## config.mk

```make
export PLATFORM = sky130hd
export DESIGN_NAME = mdu_core
export DESIGN_NICKNAME = d
export VERILOG_FILES = /design/src/mdu_pkg.sv /design/src/mdu_core.sv /design/src/mdu_div.sv /design/src/mdu_mul.sv
export VERILOG_INCLUDE_DIRS = /design/src
export SDC_FILE = /design/constraint.sdc
export NUM_CORES = 1
export LEC_CHECK = 0
export ABC_AREA = 0
export BUFFER_PORTS_ARGS = -buffer_cell sky130_fd_sc_hd__buf_4
export CORE_MARGIN = 3
export CORE_UTILIZATION = 35
export CTS_BUF_LIST = sky130_fd_sc_hd__clkbuf_4 sky130_fd_sc_hd__clkbuf_8
export CTS_CLUSTER_SIZE = 24
export DETAILED_ROUTE_END_ITERATION = 10
export PLACE_DENSITY_LB_ADDON = 0.15
export SLEW_MARGIN = 20
export SYNTH_ARGS = -nofsm -noshare
export SYNTH_HDL_FRONTEND = slang
export SYNTH_SLANG_ARGS = --single-unit
```

## constraint.sdc

```tcl
create_clock -name g_clk -period 22.4 [get_ports g_clk]
set_input_delay 4.48 -clock g_clk [delete_from_list [all_inputs] [get_ports g_clk]]
set_output_delay 4.48 -clock g_clk [all_outputs]
set_load 0.1 [all_outputs]
```

## src/mdu_defs.svh

```systemverilog
// --------------------
// Widths and defaults for the multiply/divide unit
// --------------------
`ifndef MDU_DEFS_SVH
`define MDU_DEFS_SVH

// Data word width
`define MDU_XLEN        32

// Multiplier bits retired per cycle, one of 1, 2, 4 or 8
`define MDU_MUL_UNROLL  4

// Iteration counter, must hold XLEN
`define MDU_CTR_W       7

`endif
```

## src/mdu_pkg.sv

```systemverilog
// --------------------
// Opcode and sequencer state types for the MDU
// --------------------
package mdu_pkg;

    // Follows funct3 of the M extension
    typedef enum logic [2:0] {
        op_mul    = 3'b000,
        op_mulh   = 3'b001,
        op_mulhsu = 3'b010,
        op_mulhu  = 3'b011,
        op_div    = 3'b100,
        op_divu   = 3'b101,
        op_rem    = 3'b110,
        op_remu   = 3'b111
    } mdu_op_e;

    // Datapath sequence of both multiplier and divider
    typedef enum logic [1:0] {
        seq_idle = 2'd0,
        seq_load = 2'd1,    // Divider only, magnitude setup
        seq_run  = 2'd2,
        seq_done = 2'd3
    } mdu_seq_e;

endpackage

```

## src/mdu_core.sv

```systemverilog
// --------------------
// MDU top level
// Routes the opcode to multiplier or divider, selects the result
// --------------------
`timescale 1ns/100ps
`include "mdu_defs.svh"

module mdu_core #(
    parameter int mul_unroll = `MDU_MUL_UNROLL
) (
    input  logic                 g_clk,
    input  logic                 rst_n,
    input  logic                 flush,
    input  logic                 valid,
    input  mdu_pkg::mdu_op_e     op,
    input  logic [`MDU_XLEN-1:0] rs1,
    input  logic [`MDU_XLEN-1:0] rs2,
    output logic                 ready,
    output logic [`MDU_XLEN-1:0] rd,
    output logic                 clk_req
);

    logic                 is_mul;
    logic                 is_div;
    logic                 mul_start;
    logic                 div_start;
    logic                 mul_done;
    logic                 div_done;
    logic [`MDU_XLEN-1:0] mul_result;
    logic [`MDU_XLEN-1:0] div_result;

    // Opcode class decode
    always_comb begin
        is_mul = 1'b0;
        is_div = 1'b0;
        case (op)
            mdu_pkg::op_mul, mdu_pkg::op_mulh,
            mdu_pkg::op_mulhsu, mdu_pkg::op_mulhu: is_mul = 1'b1;
            default:                               is_div = 1'b1;
        endcase
    end

    assign mul_start = valid & is_mul;
    assign div_start = valid & is_div;

    mdu_mul #(.mul_unroll(mul_unroll)) u_mul (
        .g_clk(g_clk), .rst_n(rst_n), .flush(flush), .start(mul_start), .op(op),
        .rs1(rs1), .rs2(rs2), .done(mul_done), .result(mul_result)
    );

    mdu_div u_div (
        .g_clk(g_clk), .rst_n(rst_n), .flush(flush), .start(div_start), .op(op),
        .rs1(rs1), .rs2(rs2), .done(div_done), .result(div_result)
    );

    assign rd      = is_mul ? mul_result : div_result;
    assign ready   = (is_mul & mul_done) | (is_div & div_done);
    assign clk_req = valid | flush;     // Clock only needed with work pending

endmodule

```

## src/mdu_div.sv

```systemverilog
// --------------------
// Restoring divider, one quotient bit per cycle
// Works on magnitudes, sign fixed at the output
// --------------------
`timescale 1ns/100ps
`include "mdu_defs.svh"

module mdu_div (
    input  logic                 g_clk,
    input  logic                 rst_n,
    input  logic                 flush,
    input  logic                 start,
    input  mdu_pkg::mdu_op_e     op,
    input  logic [`MDU_XLEN-1:0] rs1,
    input  logic [`MDU_XLEN-1:0] rs2,
    output logic                 done,
    output logic [`MDU_XLEN-1:0] result
);

    localparam int xlen = `MDU_XLEN;

    mdu_pkg::mdu_seq_e      seq;
    logic [`MDU_CTR_W-1:0]  ctr;
    logic [xlen-1:0]        raw_a;      // Operands as received
    logic [xlen-1:0]        raw_b;
    logic [xlen-1:0]        dividend;   // Ends up as the remainder
    logic [2*xlen-1:0]      divisor;
    logic [xlen-1:0]        quotient;

    logic                   div_signed;
    logic                   want_quot;
    logic                   sign_a;
    logic                   sign_b;
    logic                   out_neg;
    logic                   fits;
    logic [xlen-1:0]        qmask;
    logic [xlen-1:0]        mag_a;
    logic [xlen-1:0]        mag_b;
    logic [xlen-1:0]        div_out;

    assign div_signed = (op == mdu_pkg::op_div) || (op == mdu_pkg::op_rem);
    assign want_quot  = (op == mdu_pkg::op_div) || (op == mdu_pkg::op_divu);

    assign sign_a = div_signed & raw_a[xlen-1];
    assign sign_b = div_signed & raw_b[xlen-1];
    assign mag_a  = sign_a ? -raw_a : raw_a;
    assign mag_b  = sign_b ? -raw_b : raw_b;

    // Quotient forced positive on divide by zero, remainder follows dividend
    assign out_neg = want_quot ? ((sign_a ^ sign_b) & (|raw_b)) : sign_a;

    assign fits  = divisor <= {{xlen{1'b0}}, dividend};
    assign qmask = {{(xlen-1){1'b0}}, 1'b1} << (ctr - 1'b1);

    // --------------------
    // Sequencer
    always_ff @(posedge g_clk or negedge rst_n) begin
        if (!rst_n) begin
            seq <= mdu_pkg::seq_idle;
            ctr <= '0;
        end else if (flush) begin
            seq <= mdu_pkg::seq_idle;
            ctr <= '0;
        end else begin
            case (seq)
                mdu_pkg::seq_idle: if (start) seq <= mdu_pkg::seq_load;
                mdu_pkg::seq_load: begin
                    seq <= mdu_pkg::seq_run;
                    ctr <= `MDU_CTR_W'(xlen);
                end
                mdu_pkg::seq_run: begin
                    if (ctr != 0) ctr <= ctr - 1'b1;
                    else          seq <= mdu_pkg::seq_done;
                end
                mdu_pkg::seq_done: if (!start) seq <= mdu_pkg::seq_idle;
                default: seq <= mdu_pkg::seq_idle;
            endcase
        end
    end

    // --------------------
    // Datapath registers
    always_ff @(posedge g_clk) begin
        case (seq)
            mdu_pkg::seq_idle: begin
                if (start) begin
                    raw_a <= rs1;
                    raw_b <= rs2;
                end
            end
            mdu_pkg::seq_load: begin
                dividend <= mag_a;
                divisor  <= {{xlen{1'b0}}, mag_b} << (xlen - 1);   // Aligned to quotient MSB
                quotient <= '0;
            end
            mdu_pkg::seq_run: begin
                if (ctr != 0) begin
                    if (fits) begin
                        dividend <= dividend - divisor[xlen-1:0];
                        quotient <= quotient | qmask;
                    end
                    divisor <= divisor >> 1;
                end
            end
            default: begin
            end
        endcase
    end

    assign div_out = want_quot ? quotient : dividend;
    assign result  = out_neg ? -div_out : div_out;
    assign done    = (seq == mdu_pkg::seq_done);

endmodule

```

## src/mdu_mul.sv

```systemverilog
// --------------------
// Iterative shift-and-add multiplier
// Retires mul_unroll bits per cycle into a 2*XLEN accumulator
// --------------------
`timescale 1ns/100ps
`include "mdu_defs.svh"

module mdu_mul #(
    parameter int mul_unroll = `MDU_MUL_UNROLL
) (
    input  logic                 g_clk,
    input  logic                 rst_n,
    input  logic                 flush,
    input  logic                 start,
    input  mdu_pkg::mdu_op_e     op,
    input  logic [`MDU_XLEN-1:0] rs1,
    input  logic [`MDU_XLEN-1:0] rs2,
    output logic                 done,
    output logic [`MDU_XLEN-1:0] result
);

    localparam int xlen = `MDU_XLEN;
    localparam logic [`MDU_CTR_W-1:0] steps = `MDU_CTR_W'(xlen / mul_unroll);

    mdu_pkg::mdu_seq_e      seq;
    logic [`MDU_CTR_W-1:0]  ctr;        // Steps left to retire
    logic [xlen-1:0]        mcand;      // Multiplicand, held
    logic [xlen-1:0]        mplier;     // Shifted down each step
    logic [2*xlen-1:0]      acc;
    logic [2*xlen-1:0]      acc_n;

    logic                   lhs_signed;
    logic                   rhs_signed;
    logic                   sub_last;
    logic [xlen-1:0]        to_add;
    logic [xlen:0]          add_l;
    logic [xlen:0]          add_r;
    logic [xlen:0]          sum;

    // MULH is signed x signed, MULHSU signed x unsigned
    assign lhs_signed = (op == mdu_pkg::op_mulh) || (op == mdu_pkg::op_mulhsu);
    assign rhs_signed = (op == mdu_pkg::op_mulh);

    // --------------------
    // One step, mul_unroll partial products
    always_comb begin
        acc_n    = acc;
        sub_last = 1'b0;
        to_add   = '0;
        add_l    = '0;
        add_r    = '0;
        sum      = '0;
        for (int i = 0; i < mul_unroll; i++) begin
            // Top bit of a signed multiplier has negative weight
            sub_last = (i == mul_unroll - 1) && (ctr == 1) && rhs_signed && mplier[i];
            to_add   = mplier[i] ? mcand : '0;
            add_l    = {lhs_signed & acc_n[2*xlen-1], acc_n[2*xlen-1:xlen]};
            add_r    = {lhs_signed & to_add[xlen-1], to_add};
            if (sub_last) begin
                add_r = ~add_r;
            end
            sum   = add_l + add_r + {{xlen{1'b0}}, sub_last};
            acc_n = {sum, acc_n[xlen-1:1]};
        end
    end

    // --------------------
    // Sequencer
    always_ff @(posedge g_clk or negedge rst_n) begin
        if (!rst_n) begin
            seq <= mdu_pkg::seq_idle;
            ctr <= '0;
        end else if (flush) begin
            seq <= mdu_pkg::seq_idle;
            ctr <= '0;
        end else begin
            case (seq)
                mdu_pkg::seq_idle: begin
                    if (start) begin
                        seq <= mdu_pkg::seq_run;
                        ctr <= steps;
                    end
                end
                mdu_pkg::seq_run: begin
                    if (ctr != 0) ctr <= ctr - 1'b1;
                    else          seq <= mdu_pkg::seq_done;
                end
                mdu_pkg::seq_done: if (!start) seq <= mdu_pkg::seq_idle;  // Hold while start
                default: seq <= mdu_pkg::seq_idle;
            endcase
        end
    end

    // Operands and accumulator
    always_ff @(posedge g_clk) begin
        if (seq == mdu_pkg::seq_idle && start) begin
            mcand  <= rs1;
            mplier <= rs2;
            acc    <= '0;
        end else if (seq == mdu_pkg::seq_run && ctr != 0) begin
            mplier <= mplier >> mul_unroll;
            acc    <= acc_n;
        end
    end

    assign done   = (seq == mdu_pkg::seq_done);
    assign result = (op == mdu_pkg::op_mul) ? acc[xlen-1:0] : acc[2*xlen-1:xlen];

endmodule

```

# == Yosys cells after proc, flatten, opt, wreduce, memory -nomap -nowiden ==
# Cells that the tools add are included.
# word_totals
regBits,338
inputBits,71
output_inout_bits,34
# classes
addsub,11
order_cmp,1
eq_ne,22
shift,1
muxes,41
bitwise,20
n_reduce_logical,25
# op_table
cell,count
$mux 32,16
$add 33x33->33,4
$pmux 32 s2,2
$pmux 64 s2,1
$neg 32->32,3
$le 64x32->1,1
$mux 64,1
$mux 7,5
$add 33x1->33,1
$mux 33,1
$not 33->33,1
$or 32x32->32,1
$reduce_or 32->1,1
$shl 1x7->32 const A,1
$sub 32x32->32,1
$pmux 7 s2,2
$mux 2,8
$and 1x1->1,15
$reduce_bool 7->1,2
$sub 7x1->7 const B,2
$ne 3x2->1 const B,4
$ne 3x3->1 const B,4
$reduce_and 3->1,4
$eq 3x3->1 const B,3
other kinds (19),37

# == Logic depth before layout (Yosys ltp) ==
# Gate-level depths: netlist (run 1).
# logic_depth
ltp_word,11
mapped_depth,44
mapped_depth_nobuf,43

# == Hierarchy ==
# From an unflattened synthesis (run 1), not the netlist that was laid out.
# hier_totals
cells_unflattened,2950
hier_area_um2,26107.5
# modules_own_cells
mod,instances,cells_each,area_per_inst_um2
mdu_div,1,1370,12987.5
mdu_mul,1,1540,12558.3
mdu_core,1,40,561.8

# == Worst setup path after synthesis (run 1) ==
# No wires, ideal clock.
# synth_path
kind,input-to-output
start,input op[2]
end,output rd[26]
t_arrival_ns,9.176
t_required_ns,17.920
setup_slack_ns,8.744
stages,18
cell_sequence,clkbuf_1 > nor2b_1 > buf_2 > clkbuf_1 > clkbuf_1 > buf_1 > clkbuf_1 > nor2_1 > a21oi_1 > ha_1 > nand4_1 > a21oi_1 > and2_1 > nand2_1 > o21ai_1 > o21ai_1 > xor2_1 > a21oi_1
# synth_via
elab_chain_cells,8
# synth_lines
element,line_no,source
"start, declared",mdu_core.sv:15,"input mdu_pkg::mdu_op_e op,"
"parallel branches: the longest is 7 deep, another holds $neg 32->32",--,
$mux 32 *,mdu_core.sv:56,assign rd = is_mul ? mul_result : div_result;
"end, declared",mdu_core.sv:19,"output logic [`MDU_XLEN-1:0] rd,"
# Mark *: on every way between the ends.

# == Worst setup path in the final report (run 1) ==
# layout_path
start,input op[2]
end,output rd[28]
# The elaborated chain is that of the path after synthesis.

==> impl_metrics.ini, run 1 <==
[run_status]
status = finished clean

[drt]
routed_via_density = 5.34
vias = 21440
drt_iter0_drc = 1711
drt_wl_total_mm = 82.0
wire_per_inst_um = 20.4
ant_nets = 0
route.detailed.drc = 0
first_pass_iters = 5

[cells_and_area]
syn_to_final_growth_pct = 12.2
drive_gt1_share_pct = 8.71
layout_commonest_cell = nand2_1
fin_area_um2 = 28600
fillers = 7269
most-common-layout-cells = nand2_1, edfxtp_1, a21oi_1
final_nets = 3294

[timing]
fmax_mhz = 77.8
fin_crit_sh_pct = 57.4
fin_skew_ns = 0.0663
tightest_slew_ns = 1.05
hold_viol = 0
post-route-worst-setup-slack_ns = 9.54
fin_crit_ns = 12.86
setup_tns_ns = 0
finalMaxSlewViolations = 0
fin_hold_ws_ns = 0.464
relSlewSlack_pct = 29.8
finalSetupViolCount = 0
grt_setup_unrepaired = no

[yosys]
yosysSeqAreaShare_pct = 36.8
synth-seq-cells = 337
synth.distinct_cells = 77
syn_inst = 2945
synth_edf_count = 255
synth_async_sr_flop_share_pct = 5.34
yosys_warnings = 0
ys.flop_type = edfxtp_1
synth.net_count = 3226
avgSynthCellArea_um2 = 8.66
synth_area_um2 = 25500

[min_path]
min_path_type = flip-flop to flip-flop

[clocking]
cts.path.max_buffers = 3
clkLatencyLatePin_ns = 0.72
hold_buffers = 0
post_cts_buffers = 0
cts_made_buffers = 61
cts_tree = done
post_cts_resized = 0
clk_pin_slew_worst_paths_ns = 0.07
cts_max_level = 2
clock_sinks = 337
cts-root-buf = clkbuf_8

[critical_path]
cpPeakStageDelay_ns = 0.52
cp_data_required_time_ns = 17.92
cp_common_cell = buf_4
cp_slowest_cell = buf_4
start_kind = input pin
cp.arrival_ns = 8.38
crit_chain = buf_4 -> nor2b_4 -> buf_4 -> nor2_1 -> a21oi_1 -> ha_1 -> nand4_1 -> a21oi_1 -> and2_1 -> nand2_1 -> o41ai_1 -> xor2_1 -> nand2_1 -> o21ai_1 -> buf_4
end_kind = output pin
critPathMaxFanout = 76
crit_type = input pin to output pin

[die]
die_h_um = 276
rows = 98
initial_utilization_pct = 35.5
coreArea_um2 = 71900
ios = 105
die_area_um2 = 76100
die_w_um = 276

[flow_run]
drv_cap = 0

[place]
dpl_cell_area_um2 = 27300
dp_hpwl_mm = 63.8
gp_congestion = 0.899
place_ws_ns = 9.64
port-buffer-count = 104

[global_route]
grt.total_usage_pct = 21.2
grt_first_pass_wirelength_mm = 124
antenna_found_initial = 7
grt_pass1_vias = 20477
grt_overflow = 0
grt_max_degree = 103

[power]
leakage_uw = 0.0120
peakVddDrop_uv = 117
p_per_area_nw_per_um2 = 149
==> logic make-up (layout without fill, tap and decap cells) <==
family                     Yosys count  count (layout)  share of synthesized area [%]
and+or+nand+nor                   1090            1090                           20.3
AOI/OAI and AO/OA                  757             757                           18.3
DFF                                337             337                           36.8
xor gates and xnor gates           260             260                           8.98
buffers and inverters              255             374                           3.77
adders and majority gates          210             210                           10.5
muxes                               36              36                           1.43
other                                0               3                              0
==> path summary, 6_finish.rpt <==
check,start,end,slack [ns],cells after the start
setup / recovery,op[2],rd[28],9.54,15
hold / removal,u_mul.acc[7],u_mul.acc[3],0.46,2
setup reg to reg,u_mul.mplier[0],u_mul.acc[63],12.05,37
hold reg to reg,u_mul.acc[7],u_mul.acc[3],0.46,2
max in group asynchronous,rst_n,u_mul.ctr[0],18.50,1
min in group asynchronous,rst_n,u_mul.seq[0],3.69,1
==> worst max-delay path: cells and delay by family <==
kind / cells / cell delay, ns
buffers and inverters: 3 / 1.33
AO/OA/AOI/OAI: 4 / 1.04
AND/OR/NAND/NOR: 6 / 1.03
adder cells (fa/ha/maj): 1 / 0.23
XOR/XNOR: 1 / 0.22
==> area by class of cell <==
| type | count | area [µm²] | area share [%] |
|---|---|---|---|
| well taps | 950 | 1190 | 4.15 |
| clock inverters | 25 | 218 | 0.761 |
| flip-flops and latches | 337 | 9390 | 32.8 |
| inverters | 136 | 512 | 1.79 |
| repair buffers | 124 | 962 | 3.36 |
| multi-input cells | 2353 | 15200 | 53.2 |
| diodes | 3 | 7.51 | 0.0262 |
| clock buffers | 89 | 1110 | 3.89 |
==> cell usage after synthesis, types with 22 or more instances <==
cell	count	share of area, %
a31oi_1	26	0.64
dfxtp_1	64	5.0
edfxtp_1	255	30
nor2b_1	30	0.74
o21a_1	56	1.6
mux2i_1	33	1.3
a211oi_1	22	0.65
a21o_1	92	2.7
o21ai_0	163	3.2
and2_1	135	3.3
nand2b_1	49	1.2
nor4_1	27	0.66
inv_1	136	2.0
nand3_1	91	1.8
nand2_1	385	5.7
o21ai_1	39	0.77
xnor2_1	147	5.0
xor2_1	112	3.8
a21oi_1	241	4.7
nor2_1	226	3.3
clkbuf_1	101	1.5
ha_1	205	10
nor3_1	54	1.1
o21bai_1	23	0.68
==> stage by stage <==
stage          instances  utilization, %  total power [µW]
6_report            4017            39.8              4270
2_1_floorplan       2945               -              2960
3_5_place_dp        3899            37.9              3610
5_1_grt             4015            39.8              4610
4_1_cts             4013            39.8              4270
3_3_place_gp        3896            37.9              3600
==> metal layers <==
metal	track usage [%]	wire length (µm)	vias up
met3	3.73	4980	99
met2	33.1	36100	527
met5	0	0	-
met1	30.2	38900	10238
li1	-	-	10576
met4	5.71	2080	0
==> power breakdown <==
group          switching (µW)  total [µW]  internal [µW]
sequential                200        1120            921
clock                     281         635            355
combinational            1580        2520            935
total                    2060        4270           2210
==> flip-flops by register name, summed over array words and instances, names as in the netlist <==
register / count
u_mul.mcand: 32
u_div.raw_a: 32
u_div.ctr: 7
u_mul.mplier: 32
u_mul.acc: 64
u_div.seq: 2
u_div.quotient: 32
u_div.dividend: 32
u_div.raw_b: 32
u_mul.seq: 2
u_div.divisor: 63
u_mul.ctr: 7
Note: power is estimated with default switching activity, not from simulation.
==> run 2, diff against run 1 <==
--- a/config.mk
+++ b/config.mk
@@ -6,7 +6,7 @@
 export SDC_FILE = /design/constraint.sdc
 export NUM_CORES = 1
 export LEC_CHECK = 0
-export ABC_AREA = 0
+export ABC_AREA = 1
 export BUFFER_PORTS_ARGS = -buffer_cell sky130_fd_sc_hd__buf_4
 export CORE_MARGIN = 3
 export CORE_UTILIZATION = 35
==> constraint.sdc (replaced) <==
create_clock -name g_clk -period 13.4 [get_ports g_clk]
set_input_delay 2.68 -clock g_clk [delete_from_list [all_inputs] [get_ports g_clk]]
set_output_delay 2.68 -clock g_clk [all_outputs]
set_load 0.1 [all_outputs]
==> run 2 against run 1 <==
  * Non-clock buffer count is 3 lower
  * Cell count is 15% higher
  * Critical endpoint is now rd[30]
  * Global-route usage is 0.51 points higher
  * Register-to-register slack worse by 6.7 ns
  * Critical path type unchanged
==> impl_metrics.ini, run 2 <==
[clocking]
hold_buffers = 0
post_cts_resized = 0
cts_max_level = 2
cts_tree = done
clk_pin_slew_worst_paths_ns = 0.06
cts_made_buffers = 61
cts.path.max_buffers = 3
cts-root-buf = clkbuf_8
clkLatencyLatePin_ns = 0.70
post_cts_buffers = 0
clock_sinks = 337

[drt]
vias = 23042
ant_nets = 0
route.detailed.drc = 0
wire_per_inst_um = 18.5
drt_iter0_drc = 1728
drt_wl_total_mm = 85.4
wl_met3_mm = 4.83
drt-met1-wl_mm = 41.8
highest_layer = met5
wl_met2_mm = 36.8
first_pass_iters = 5
routed_via_density = 5.01

[cells_and_area]
drive_gt1_share_pct = 8.51
most-common-layout-cells = nand2_1, inv_1, a21oi_1
seq_area_um2 = 9390
syn_to_final_growth_pct = 12.0
reg_top3 = u_mul.acc (64), u_div.divisor (63)
largest_reg_flops = 64
final_nets = 3873
layout_commonest_cell = nand2_1
fillers = 7785
multi_input_area_um2 = 14100
top_register = u_mul.acc

[die]
initial_utilization_pct = 35.5
coreArea_um2 = 73200
die_h_um = 278
die_w_um = 278
ios = 105
die_area_um2 = 77500
rows = 99

[min_path]
hold_path.startpoint = u_mul.acc[3]
min_path_type = flip-flop to flip-flop

[timing]
setup_tns_ns = 0
fin_crit_ns = 9.80
fmax_mhz = 102
finalMaxSlewViolations = 0
grt_setup_unrepaired = no
fin_crit_sh_pct = 73.1
finalSetupViolCount = 0
tightest_slew_ns = 1.06
hold_viol = 0
fin_skew_ns = 0.0662
relSlewSlack_pct = 29.0

[place]
dp_hpwl_mm = 67.9
port-buffer-count = 104
gp_congestion = 0.897

[yosys]
synth.net_count = 3781
synth_area_um2 = 26000
avgSynthCellArea_um2 = 7.42
ys.flop_type = edfxtp_1
synth-seq-cells = 337
synth.distinct_cells = 57
synth_async_sr_flop_share_pct = 5.34
synth_edf_count = 255
yosys_warnings = 0
yosysTopAreaCell = edfxtp_1
yosysSeqAreaShare_pct = 36.2
synth_top_area_share_pct = 29.5
syn_inst = 3500
netlist_top_cells_count = nand2_1, inv_1, a21oi_1, nor2_1, edfxtp_1
synth_top_cells_by_area = edfxtp_1, nand2_1, ha_1, inv_1, a21oi_1
yosysMostFrequentCell = nand2_1

[run_status]
status = finished clean

[global_route]
grt_first_pass_wirelength_mm = 130
grt_overflow = 0
antenna_found_initial = 8
grt_max_degree = 83
grt_pass1_vias = 22063
grt.total_usage_pct = 21.7

[critical_path]
reg2reg_from = u_mul.mplier[0]
critPathMaxFanout = 50
cp.arrival_ns = 7.12
end_kind = output pin
crit_path_start = op[2]
crit_type = input pin to output pin
start_kind = input pin
cp_data_required_time_ns = 10.72

[flow_run]
drv_cap = 0
[run 2: cell families after synthesis]
group / count (synthesis) / synth area share [%]
simple gates: 1311 / 20.7
compound gates: 810 / 17.3
buf+inv: 655 / 9.58
flops: 337 / 36.2
fa+ha+maj: 210 / 10.3
xor+xnor: 177 / 5.97
[run 2: cell type report]
type / count / share of cell area [%]
flip-flops and latches: 337 / 32.3
well taps: 959 / 4.13
diodes: 1 / 0.00861
repair buffers: 121 / 3.15
inverters: 563 / 7.27
clock inverters: 26 / 0.753
clock buffers: 88 / 3.78
multi-input cells: 2508 / 48.6
[run 2: per-stage QoR]
stage / area (µm²) / util, % / setup WS [ns] / cells / hold WS [ns]
after global routing: 29100 / 39.7 / 3.20 / 4603 / 0.509
after detailed placement: 27700 / 37.9 / 3.65 / 4487 / 0.449
after floorplan: 26000 / - / 4.47 / 3500 / 0.423
after global placement: 27700 / 37.9 / 3.62 / 4487 / 0.448
final: 29100 / 39.7 / 3.60 / 4603 / 0.464
after CTS: 29100 / 39.7 / 3.63 / 4601 / 0.464
[run 2: critical path, stage by stage]
cell and delay (ns):
buf_4 0.42, inv_2 0.40, nor2_1 0.24, inv_2 0.09, nor2_2 0.79, inv_2 0.31, nand2_1 0.14, o21ai_1 0.08
inv_1 0.14, nand2_2 0.34, inv_2 0.36, o21ai_2 0.15, o21ai_1 0.16, nor2_2 0.08, o21ai_1 0.10, xnor2_1 0.08
a21oi_1 0.17, buf_4 0.32
[run 2: worst paths after layout]
check	endpoint	slack [ns]	depth (start not counted)
worst max-delay path	rd[30]	3.60	18
worst min-delay path	u_mul.acc[3]	0.46	2
worst max register to register	u_mul.acc[63]	5.35	44
worst min register to register	u_mul.acc[3]	0.46	2
max in group asynchronous	u_mul.seq[0]	11.22	1
min in group asynchronous	u_div.seq[0]	1.89	1
[run 2: routing by layer]
metal | vias to the layer above | global-route usage (%)
li1 | 11769 | -
met5 | - | 0
met4 | 6 | 5.24
met1 | 10640 | 32.0
met2 | 530 | 33.7
met3 | 97 | 2.88
Power of run 2 is left out: the tool's default activity adds up to more than one toggle a clock period on the data nets, which glitch-free logic cannot reach.
